==> config.mk <==
export PLATFORM = sky130hd
export DESIGN_NAME = alu_top
export DESIGN_NICKNAME = d
export VERILOG_FILES = /design/src/alu_op_pkg.sv /design/src/float_fmt_pkg.sv /design/src/alu_issue_if.sv /design/src/alu_req_ctrl.sv /design/src/int_unit.sv /design/src/float_unit.sv /design/src/float_normalizer.sv /design/src/result_select.sv /design/src/alu_top.sv
export SDC_FILE = /design/constraint.sdc
export NUM_CORES = 2
export LEC_CHECK = 0
export BUFFER_PORTS_ARGS = -buffer_cell sky130_fd_sc_hd__buf_2
export CAP_MARGIN = 20
export CORE_UTILIZATION = 40
export CTS_BUF_LIST = sky130_fd_sc_hd__clkbuf_4 sky130_fd_sc_hd__clkbuf_8 sky130_fd_sc_hd__clkbuf_16
export CTS_CLUSTER_DIAMETER = 100
export DETAILED_ROUTE_END_ITERATION = 12
export GPL_TIMING_DRIVEN = 0
export MAX_ROUTING_LAYER = met4
export PLACE_DENSITY_LB_ADDON = 0.15
export SYNTH_ARGS = -nofsm -noshare
export SYNTH_HDL_FRONTEND = slang
export SYNTH_SLANG_ARGS = --single-unit
==> constraint.sdc <==
create_clock -name clk -period 23.6 [get_ports clk]
set_input_delay 3.54 -clock clk [delete_from_list [all_inputs] [get_ports clk]]
set_output_delay 3.54 -clock clk [all_outputs]
set_load 0.005 [all_outputs]
==> src/alu_op_pkg.sv <==
/*
 * Word width and opcode encoding shared by the ALU datapath.
 * Opcode values keep the historic numbering so existing programs still decode.
 */

package alu_op_pkg;

	// ******************************************************************
	// Word format
	// ******************************************************************

	localparam int word_w = 32;              // Operand and result width

	typedef logic [word_w-1:0] word_t;       // One integer or float word

	// ******************************************************************
	// Opcodes
	// ******************************************************************

	// Gaps in the numbering belong to retired operations
	typedef enum logic [5:0] {
		NOP   = 6'd0,   // Pass in2
		LOD   = 6'd1,   // Pass in1
		ADD   = 6'd2,   // Integer sum
		MLT   = 6'd4,   // Low word of integer product
		F_MLT = 6'd5,   // Float multiply, normalized
		NEG   = 6'd11,  // Two's complement of in2
		F_NEG = 6'd13,  // Flip float sign of in2
		ABS   = 6'd15,  // Integer magnitude of in2
		F_ABS = 6'd17,  // Clear float sign of in2
		AND   = 6'd29,  // Bitwise and
		ORR   = 6'd30,  // Bitwise or
		XOR   = 6'd31,  // Bitwise xor
		LES   = 6'd38,  // Signed in1 < in2
		GRE   = 6'd40,  // Signed in1 > in2
		EQU   = 6'd42,  // in1 == in2
		SHL   = 6'd43,  // Logical left shift
		SHR   = 6'd44,  // Logical right shift
		SRS   = 6'd45   // Arithmetic right shift
	} alu_op_e;

endpackage

==> src/float_fmt_pkg.sv <==
/*
 * Field layout of the ALU float word.
 * Sign, two's-complement exponent, mantissa without hidden bit.
 */

package float_fmt_pkg;

	localparam int man_w = 23;   // Mantissa bits
	localparam int exp_w = 8;    // Exponent bits, signed

	// Normalized when man[man_w-1] is set
	typedef struct packed {
		logic             sign;  // 1 means negative
		logic [exp_w-1:0] exp;   // Two's complement
		logic [man_w-1:0] man;   // Plain magnitude
	} float_t;

	// Most negative exponent
	// Marks a zero value after normalization
	localparam logic [exp_w-1:0] exp_min = {1'b1, {(exp_w-1){1'b0}}};

endpackage

==> src/alu_issue_if.sv <==
/*
 * Issue bus from the request controller to both units and the result stage.
 * issue pulses once per request; op, a and b hold until the next pulse.
 */

`timescale 1ns/1ps

interface alu_issue_if;

	import alu_op_pkg::*;

	logic    issue;  // One-cycle start strobe
	alu_op_e op;     // Captured opcode
	word_t   a;      // Copy of in1
	word_t   b;      // Copy of in2

	// Controller side
	modport ctrl (output issue, output op, output a, output b);

	// Datapath side, read only
	modport unit (input issue, input op, input a, input b);

endinterface

==> src/alu_req_ctrl.sv <==
/*
 * Four-phase req/ack front end of the ALU.
 * Captures one operation per request and holds ack until req drops.
 */

`timescale 1ns/1ps

module alu_req_ctrl (
	input  logic               clk,
	input  logic               rst_n,
	input  logic               req,           // Host request, four-phase
	input  alu_op_pkg::alu_op_e op,           // Held by host while req high
	input  alu_op_pkg::word_t  in1,
	input  alu_op_pkg::word_t  in2,
	input  logic               result_valid,  // Pulse from result stage
	output logic               ack,
	alu_issue_if.ctrl          iss
);

	typedef enum logic [1:0] {
		idle = 2'd0,   // Waiting for req
		busy = 2'd1,   // Operation in flight
		done = 2'd2    // ack high, waiting for req low
	} req_state_e;

	req_state_e state;

	logic accept;  // Request taken this cycle

	assign accept = (state == idle) && req;

	// ******************************************************************
	// Request FSM
	// ******************************************************************

	always_ff @(posedge clk) begin
		if (!rst_n) begin
			state     <= idle;
			iss.issue <= 1'b0;
		end else begin
			iss.issue <= accept;  // Single-cycle strobe
			case (state)
				idle: if (req) state <= busy;
				busy: if (result_valid) state <= done;  // ack next cycle
				done: if (!req) state <= idle;          // Host released req
				default: state <= idle;
			endcase
		end
	end

	// Operand capture
	// Held stable until the next accepted request
	always_ff @(posedge clk) begin
		if (accept) begin
			iss.op <= op;
			iss.a  <= in1;
			iss.b  <= in2;
		end
	end

	// ack straight from the state register
	// Rises three edges after accept, falls on req low
	assign ack = (state == done);

endmodule

==> src/int_unit.sv <==
/*
 * Integer, bitwise, compare and shift half of the ALU.
 * Registers its result one cycle after issue; unhandled opcodes give zero.
 */

`timescale 1ns/1ps

module int_unit (
	input  logic              clk,
	input  logic              rst_n,
	alu_issue_if.unit         iss,
	output alu_op_pkg::word_t int_result
);

	import alu_op_pkg::*;

	word_t next_result;  // Combinational pick for the current opcode

	// ******************************************************************
	// Operation decode
	// ******************************************************************

	always_comb begin
		case (iss.op)
			NOP: next_result = iss.b;                          // Pass in2
			LOD: next_result = iss.a;                          // Pass in1
			ADD: next_result = iss.a + iss.b;
			MLT: next_result = iss.a * iss.b;                  // Low word only
			NEG: next_result = -iss.b;
			ABS: next_result = iss.b[word_w-1] ? -iss.b : iss.b;
			AND: next_result = iss.a & iss.b;
			ORR: next_result = iss.a | iss.b;
			XOR: next_result = iss.a ^ iss.b;
			LES: next_result = word_t'($signed(iss.a) < $signed(iss.b));
			GRE: next_result = word_t'($signed(iss.a) > $signed(iss.b));
			EQU: next_result = word_t'(iss.a == iss.b);
			SHL: next_result = iss.a << iss.b;                 // Amount unsigned
			SHR: next_result = iss.a >> iss.b;
			SRS: next_result = word_t'($signed(iss.a) >>> iss.b);  // Sign fill
			default: next_result = '0;                         // Float ops, unknown codes
		endcase
	end

	// ******************************************************************
	// Output register
	// ******************************************************************

	always_ff @(posedge clk) begin
		if (!rst_n)
			int_result <= '0;
		else if (iss.issue)
			int_result <= next_result;  // Edge after issue
	end

endmodule

==> src/float_unit.sv <==
/*
 * Float half of the ALU with multiply and underflow flush, negate and magnitude.
 * The multiply result leaves unnormalized for the result stage to fix.
 */

`timescale 1ns/1ps

module float_unit (
	input  logic                  clk,
	input  logic                  rst_n,
	alu_issue_if.unit             iss,
	output float_fmt_pkg::float_t float_result
);

	import alu_op_pkg::*;
	import float_fmt_pkg::*;

	float_t fa;                          // in1 viewed as float
	float_t fb;                          // in2 viewed as float
	float_t next_result;

	logic signed [exp_w:0] exp_sum;      // One guard bit for range check
	logic [2*man_w-1:0]    man_prod;     // Full mantissa product
	logic                  underflow;

	assign fa = iss.a;
	assign fb = iss.b;

	// ******************************************************************
	// Multiply datapath
	// ******************************************************************

	// Sign-extended exponents plus man_w
	// Product keeps its upper half, so scale moves by man_w
	assign exp_sum = {fa.exp[exp_w-1], fa.exp} + {fb.exp[exp_w-1], fb.exp}
		+ (exp_w+1)'(man_w);
	assign man_prod  = (2*man_w)'(fa.man) * (2*man_w)'(fb.man);
	assign underflow = (exp_sum[exp_w -: 2] == 2'b10);  // Below exponent range

	always_comb begin
		next_result = '0;
		case (iss.op)
			F_MLT: begin
				next_result.sign = fa.sign ^ fb.sign;
				next_result.exp  = exp_sum[exp_w-1:0];  // Wraps as the format does
				next_result.man  = underflow ? '0 : man_prod[2*man_w-1 -: man_w];
			end
			F_NEG: begin
				next_result      = fb;
				next_result.sign = ~fb.sign;  // Magnitude untouched
			end
			F_ABS: begin
				next_result      = fb;
				next_result.sign = 1'b0;
			end
			default: next_result = '0;
		endcase
	end

	always_ff @(posedge clk) begin
		if (!rst_n)
			float_result <= '0;
		else if (iss.issue)
			float_result <= next_result;  // Same edge as int_unit
	end

endmodule

==> src/float_normalizer.sv <==
/*
 * Combinational float normalization.
 * Shifts the mantissa up to its leading one and lowers the exponent to match.
 */

`timescale 1ns/1ps

module float_normalizer (
	input  float_fmt_pkg::float_t value,
	output float_fmt_pkg::float_t normalized
);

	import float_fmt_pkg::*;

	logic [$clog2(man_w+1)-1:0] lz;   // Leading zeros up to man_w
	logic                       found;
	logic                       man_zero;

	// ******************************************************************
	// Leading-one search
	// ******************************************************************

	// Scan from the top bit down
	// Count stops at the first one
	always_comb begin
		lz    = '0;
		found = 1'b0;
		for (int i = man_w-1; i >= 0; i--) begin
			if (value.man[i])
				found = 1'b1;
			else if (!found)
				lz++;
		end
	end

	assign man_zero = !found;  // No one bit anywhere

	// ******************************************************************
	// Shift and exponent fix
	// ******************************************************************

	always_comb begin
		normalized.sign = value.sign;  // Sign never changes
		if (man_zero) begin
			normalized.exp = exp_min;    // Canonical zero
			normalized.man = '0;
		end else begin
			normalized.exp = value.exp - exp_w'(lz);
			normalized.man = value.man << lz;
		end
	end

endmodule

==> src/result_select.sv <==
/*
 * Final ALU stage: picks the integer or float result and registers it.
 * Aligns issue and opcode with the unit registers and normalizes F_MLT.
 */

`timescale 1ns/1ps

module result_select (
	input  logic                  clk,
	input  logic                  rst_n,
	input  alu_op_pkg::word_t     int_result,
	input  float_fmt_pkg::float_t float_result,
	alu_issue_if.unit             iss,
	output alu_op_pkg::word_t     result,
	output logic                  result_valid  // One-cycle pulse
);

	import alu_op_pkg::*;
	import float_fmt_pkg::*;

	logic    issue_d;      // issue one cycle late
	alu_op_e op_d;         // Opcode matching the unit outputs
	float_t  float_norm;   // Normalized float_result
	word_t   selected;

	// ******************************************************************
	// Alignment with the unit registers
	// ******************************************************************

	always_ff @(posedge clk) begin
		if (!rst_n) begin
			issue_d <= 1'b0;
			op_d    <= NOP;
		end else begin
			issue_d <= iss.issue;
			op_d    <= iss.op;
		end
	end

	float_normalizer float_normalizer_inst (
		.value      (float_result),
		.normalized (float_norm)
	);

	// Unit pick
	always_comb begin
		case (op_d)
			F_MLT:        selected = float_norm;    // Only op that needs normalizing
			F_NEG, F_ABS: selected = float_result;  // Sign change only
			default:      selected = int_result;    // Zero for unknown codes
		endcase
	end

	// ******************************************************************
	// Output register
	// ******************************************************************

	always_ff @(posedge clk) begin
		if (!rst_n) begin
			result       <= '0;
			result_valid <= 1'b0;
		end else begin
			result_valid <= issue_d;
			if (issue_d)
				result <= selected;  // Held until the next operation
		end
	end

endmodule

==> src/alu_top.sv <==
/*
 * ALU top level with a four-phase req/ack host interface.
 * Controller feeds the integer and float units; the result stage merges them.
 */

`timescale 1ns/1ps

module alu_top (
	input  logic                clk,
	input  logic                rst_n,
	input  logic                req,
	input  alu_op_pkg::alu_op_e op,
	input  alu_op_pkg::word_t   in1,
	input  alu_op_pkg::word_t   in2,
	output logic                ack,
	output alu_op_pkg::word_t   result
);

	import alu_op_pkg::*;
	import float_fmt_pkg::*;

	word_t  int_result;    // Integer unit register
	float_t float_result;  // Float unit register
	logic   result_valid;  // Result stage to controller

	alu_issue_if iss_if ();  // Shared issue bus

	alu_req_ctrl alu_req_ctrl_inst (
		.clk          (clk),
		.rst_n        (rst_n),
		.req          (req),
		.op           (op),
		.in1          (in1),
		.in2          (in2),
		.result_valid (result_valid),
		.ack          (ack),
		.iss          (iss_if.ctrl)
	);

	int_unit int_unit_inst (
		.clk        (clk),
		.rst_n      (rst_n),
		.iss        (iss_if.unit),
		.int_result (int_result)
	);

	float_unit float_unit_inst (
		.clk          (clk),
		.rst_n        (rst_n),
		.iss          (iss_if.unit),
		.float_result (float_result)
	);

	result_select result_select_inst (
		.clk          (clk),
		.rst_n        (rst_n),
		.int_result   (int_result),
		.float_result (float_result),
		.iss          (iss_if.unit),
		.result       (result),
		.result_valid (result_valid)
	);

endmodule

==> impl_metrics.env <==
export IMPL_status="completed"
export IMPL_clock_path_buffers=2
export IMPL_cts_inserted_buffers=17
export IMPL_final_nets=6697
export IMPL_dp_hpwl_mm=189
export IMPL_setup_viol=0
export IMPL_gp_congestion=1.08
export IMPL_io_pins=106
export IMPL_wl_mm=227
export IMPL_period_needed_ns=15.50
export IMPL_root_buffer="clkbuf_16"
export IMPL_drive_gt1_share_pct=4.36
export IMPL_hold_buffers=0
export IMPL_setup_tns_ns=0
export IMPL_synth_top_area_cell="fa_1"
export IMPL_grt_ovfl_total=0
export IMPL_num_rows=120
export IMPL_postLayoutCellArea_um2=47000
export IMPL_ys_flop_type="dfxtp_1"
export IMPL_rsz0062_at_grt="false"
export IMPL_maxSlewViolCount=0
export IMPL_drtIter0Drc=5097
export IMPL_max_freq_mhz=64.5
export IMPL_area_growth_pct=8.14
export IMPL_synthArstFlopShare_pct=0
export IMPL_path_common_cell="ha_1"
export IMPL_cap_viol_max_count=0
export IMPL_initial_core_util_pct=40.5
export IMPL_ant_nets=0
export IMPL_cts_setup_buffers=0
export IMPL_crit_path_top_delay_cell="buf_1"
export IMPL_drt_pre_antenna_iters=6
export IMPL_synth_cell_type_count=98
export IMPL_synthXorXnorAreaFrac_pct=3.67
export IMPL_die_h_um=332
export IMPL_yosys_top_cells_area="fa_1 30%, ha_1 12%, inv_1 8.2%, nand2_1 5.7%, dfxtp_1 4.9%"
export IMPL_path_max_fanout=11
export IMPL_netlist_instances=5395
export IMPL_crit_path_start="float_unit_inst.float_result[22]"
export IMPL_ys_seq_elements=177
export IMPL_fill_cells=11205
export IMPL_antenna_found_initial=15
export IMPL_vias=42228
export IMPL_port_buffers=104
export IMPL_timing_rr_start="float_unit_inst.float_result[22]"
export IMPL_synth_compound_area_share_pct=14.7
export IMPL_max_stage_delay_ns=0.62
export IMPL_post_route_period_util_pct=65.7
export IMPL_fin_skew_ns=0.0320
export IMPL_cts_sinks=177
export IMPL_grt_max_degree=20
export IMPL_post_route_drc_count=0
export IMPL_hold_path_class="reg -> reg"
export IMPL_synth_top_family_by_area="adder cells"
export IMPL_via_per_inst=6.05
export IMPL_grt_pass1_wl_mm=319
export IMPL_slew_headroom_pct=14.4
export IMPL_die_w_um=332
export IMPL_worst_setup_path_type="reg -> reg"
export IMPL_timing_hold_ws_ns=0.497
export IMPL_htreeDepth=4
export IMPL_endpoint_kind="register"
export IMPL_dpl_cell_area_um2=46300
export IMPL_synth_area_um2=43500
export IMPL_endpoint="result_select_inst.result[28]"
export IMPL_cts_clk_slew_worst_paths_ns=0.08
export IMPL_grt_usage_pct=42.4
export IMPL_synth_area_per_cell_um2=8.06
export IMPL_hold_violations=0
export IMPL_synth_area_mux_share_pct=3.25
export IMPL_ys_warn_count=0
export IMPL_synth_adder_area_share_pct=42.0
export IMPL_drt_wirelength_per_cell_um=32.5
export IMPL_worst_ep_required_time_ns=23.98
export IMPL_r2r_setup_slack_ns=8.10
export IMPL_grt_pass1_vias=41663
export IMPL_regArea_um2=4240
export IMPL_cp_data_arrival_time_ns=15.88
export IMPL_worst_slew_pin_slew_ns=1.28
export IMPL_synth_edff_count=70
export IMPL_r2r_end="result_select_inst.result[28]"
export IMPL_synth_nets=6533
export IMPL_dieArea_um2=110000
export IMPL_yosys_area_share_simple_pct=15.4
export IMPL_seq_area_frac_synth_pct=9.75
export IMPL_synth_top_area_share_pct=30.2
export IMPL_multiInputGateArea_um2=34400
export IMPL_startpoint_type="register"
export IMPL_cts_resized=0
export IMPL_post_route_util_pct=43.8
export IMPL_core_um2=108000
export IMPL_r2r_cells=70
export IMPL_clk_latency_ns=0.54
export IMPL_cts_tree="yes"
[cell families (layout without fill, tap and decap cells)]
logic type / count (synthesis) / count (layout)
xor+xnor: 173 / 173
flops: 177 / 177
fa+ha+maj: 1068 / 1068
other cells: 0 / 10
mux: 132 / 132
buf+inv: 1294 / 1471
simple gates: 1547 / 1547
compound gates: 1004 / 1004
[critical path: cells and delay by family, from the launching register on]
kind	cells	cell delay, ns
AO/OA/AOI/OAI	29	5.89
adder cells (fa/ha/maj)	13	3.94
buffers and inverters	5	1.87
flip-flops	1	0.54
multiplexers	9	1.57
AND/OR/NAND/NOR	11	1.17
XOR/XNOR	3	0.40
[worst min-delay path by stage]
stage,start,endpoint,slack [ns],cells past startpoint
after floorplan,alu_req_ctrl_inst.state[1],alu_req_ctrl_inst.state[0],0.43,1
after global placement,alu_req_ctrl_inst.state[1],alu_req_ctrl_inst.state[0],0.45,1
after detailed placement,result_select_inst.result[28],result_select_inst.result[28],0.48,2
after CTS,result_select_inst.result[31],result_select_inst.result[31],0.50,2
after global routing,result_select_inst.result[31],result_select_inst.result[31],0.53,2
final,alu_req_ctrl_inst.state[1],alu_req_ctrl_inst.state[0],0.50,1
[flip-flops by register name (all words and copies together) (netlist names), 2 cells and up]
signal	count
alu_req_ctrl_inst.iss.a	32
alu_req_ctrl_inst.iss.b	32
float_unit_inst.float_result	32
int_unit_inst.int_result	32
result_select_inst.result	32
alu_req_ctrl_inst.iss.op	6
result_select_inst.op_d	6
alu_req_ctrl_inst.state	2
[synth_stat cells, types with 23 or more instances]
master and instances:
o21ai_0 247, clkbuf_1 254, xor2_1 45, mux2i_1 111
a31oi_1 34, nor4_1 23, nor2b_1 27, dfxtp_1 107
and2_1 23, and3_1 40, nand3_1 88, a221oi_1 57
a22oi_1 42, xnor2_1 122, fa_1 657, ha_1 408
o211ai_1 30, nor3_1 105, nor2_1 472, buf_1 64
a211oi_1 55, a21o_1 47, nand2_1 664, inv_1 952
a21oi_1 286, edfxtp_1 70
[per-layer routing]
layer	routed length, um	vias up	GRT usage, %	share of wire [%]
met2	94000	2532	59.5	41
met3	23700	429	8.67	10
met1	96700	21409	57.9	43
li1	-	17858	-	-
met5	0	-	-	0
met4	12900	0	20.4	5.7
[final cells by class]
class                   count  area share [%]
clock inverters            15           0.394
repair buffers            145            2.39
clock buffers              17           0.904
inverters                 971            7.75
diodes                     10          0.0532
multi-input cells        3924            73.2
flip-flops and latches    177            9.02
plain buffers             323            2.61
well taps                1403            3.73
[cells in the final DEF, fill, tap and decap left out, types with 23 or more instances in the layout]
cell / synthesis / layout
xnor2_1: 122 / 122
dfxtp_1: 107 / 107
xor2_1: 45 / 45
and2_1: 23 / 23
o211ai_1: 30 / 30
clkbuf_1: 254 / 252
nand2_1: 664 / 664
o21ai_0: 247 / 247
a22oi_1: 42 / 42
ha_1: 408 / 408
edfxtp_1: 70 / 70
nor3_1: 105 / 105
a221oi_1: 57 / 57
mux2i_1: 111 / 111
fa_1: 657 / 657
inv_1: 952 / 952
nor2_1: 472 / 472
a21o_1: 47 / 47
a211oi_1: 55 / 55
a21oi_1: 286 / 286
a31oi_1: 34 / 34
and3_1: 40 / 40
nand3_1: 88 / 88
buf_2: 4 / 111
nor2b_1: 27 / 27
buf_1: 64 / 66
[per-stage QoR]
step | worst slack (ns) | cells
finish | 8.10 | 6985
global route | 6.86 | 6982
CTS | 8.35 | 6970
detailed placement | 8.41 | 6938
global placement | 8.41 | 6902
floorplan | 11.00 | 5395
Power is not shown: default switching activity piles up to over one toggle a cycle in this logic, so the estimate is an artifact.
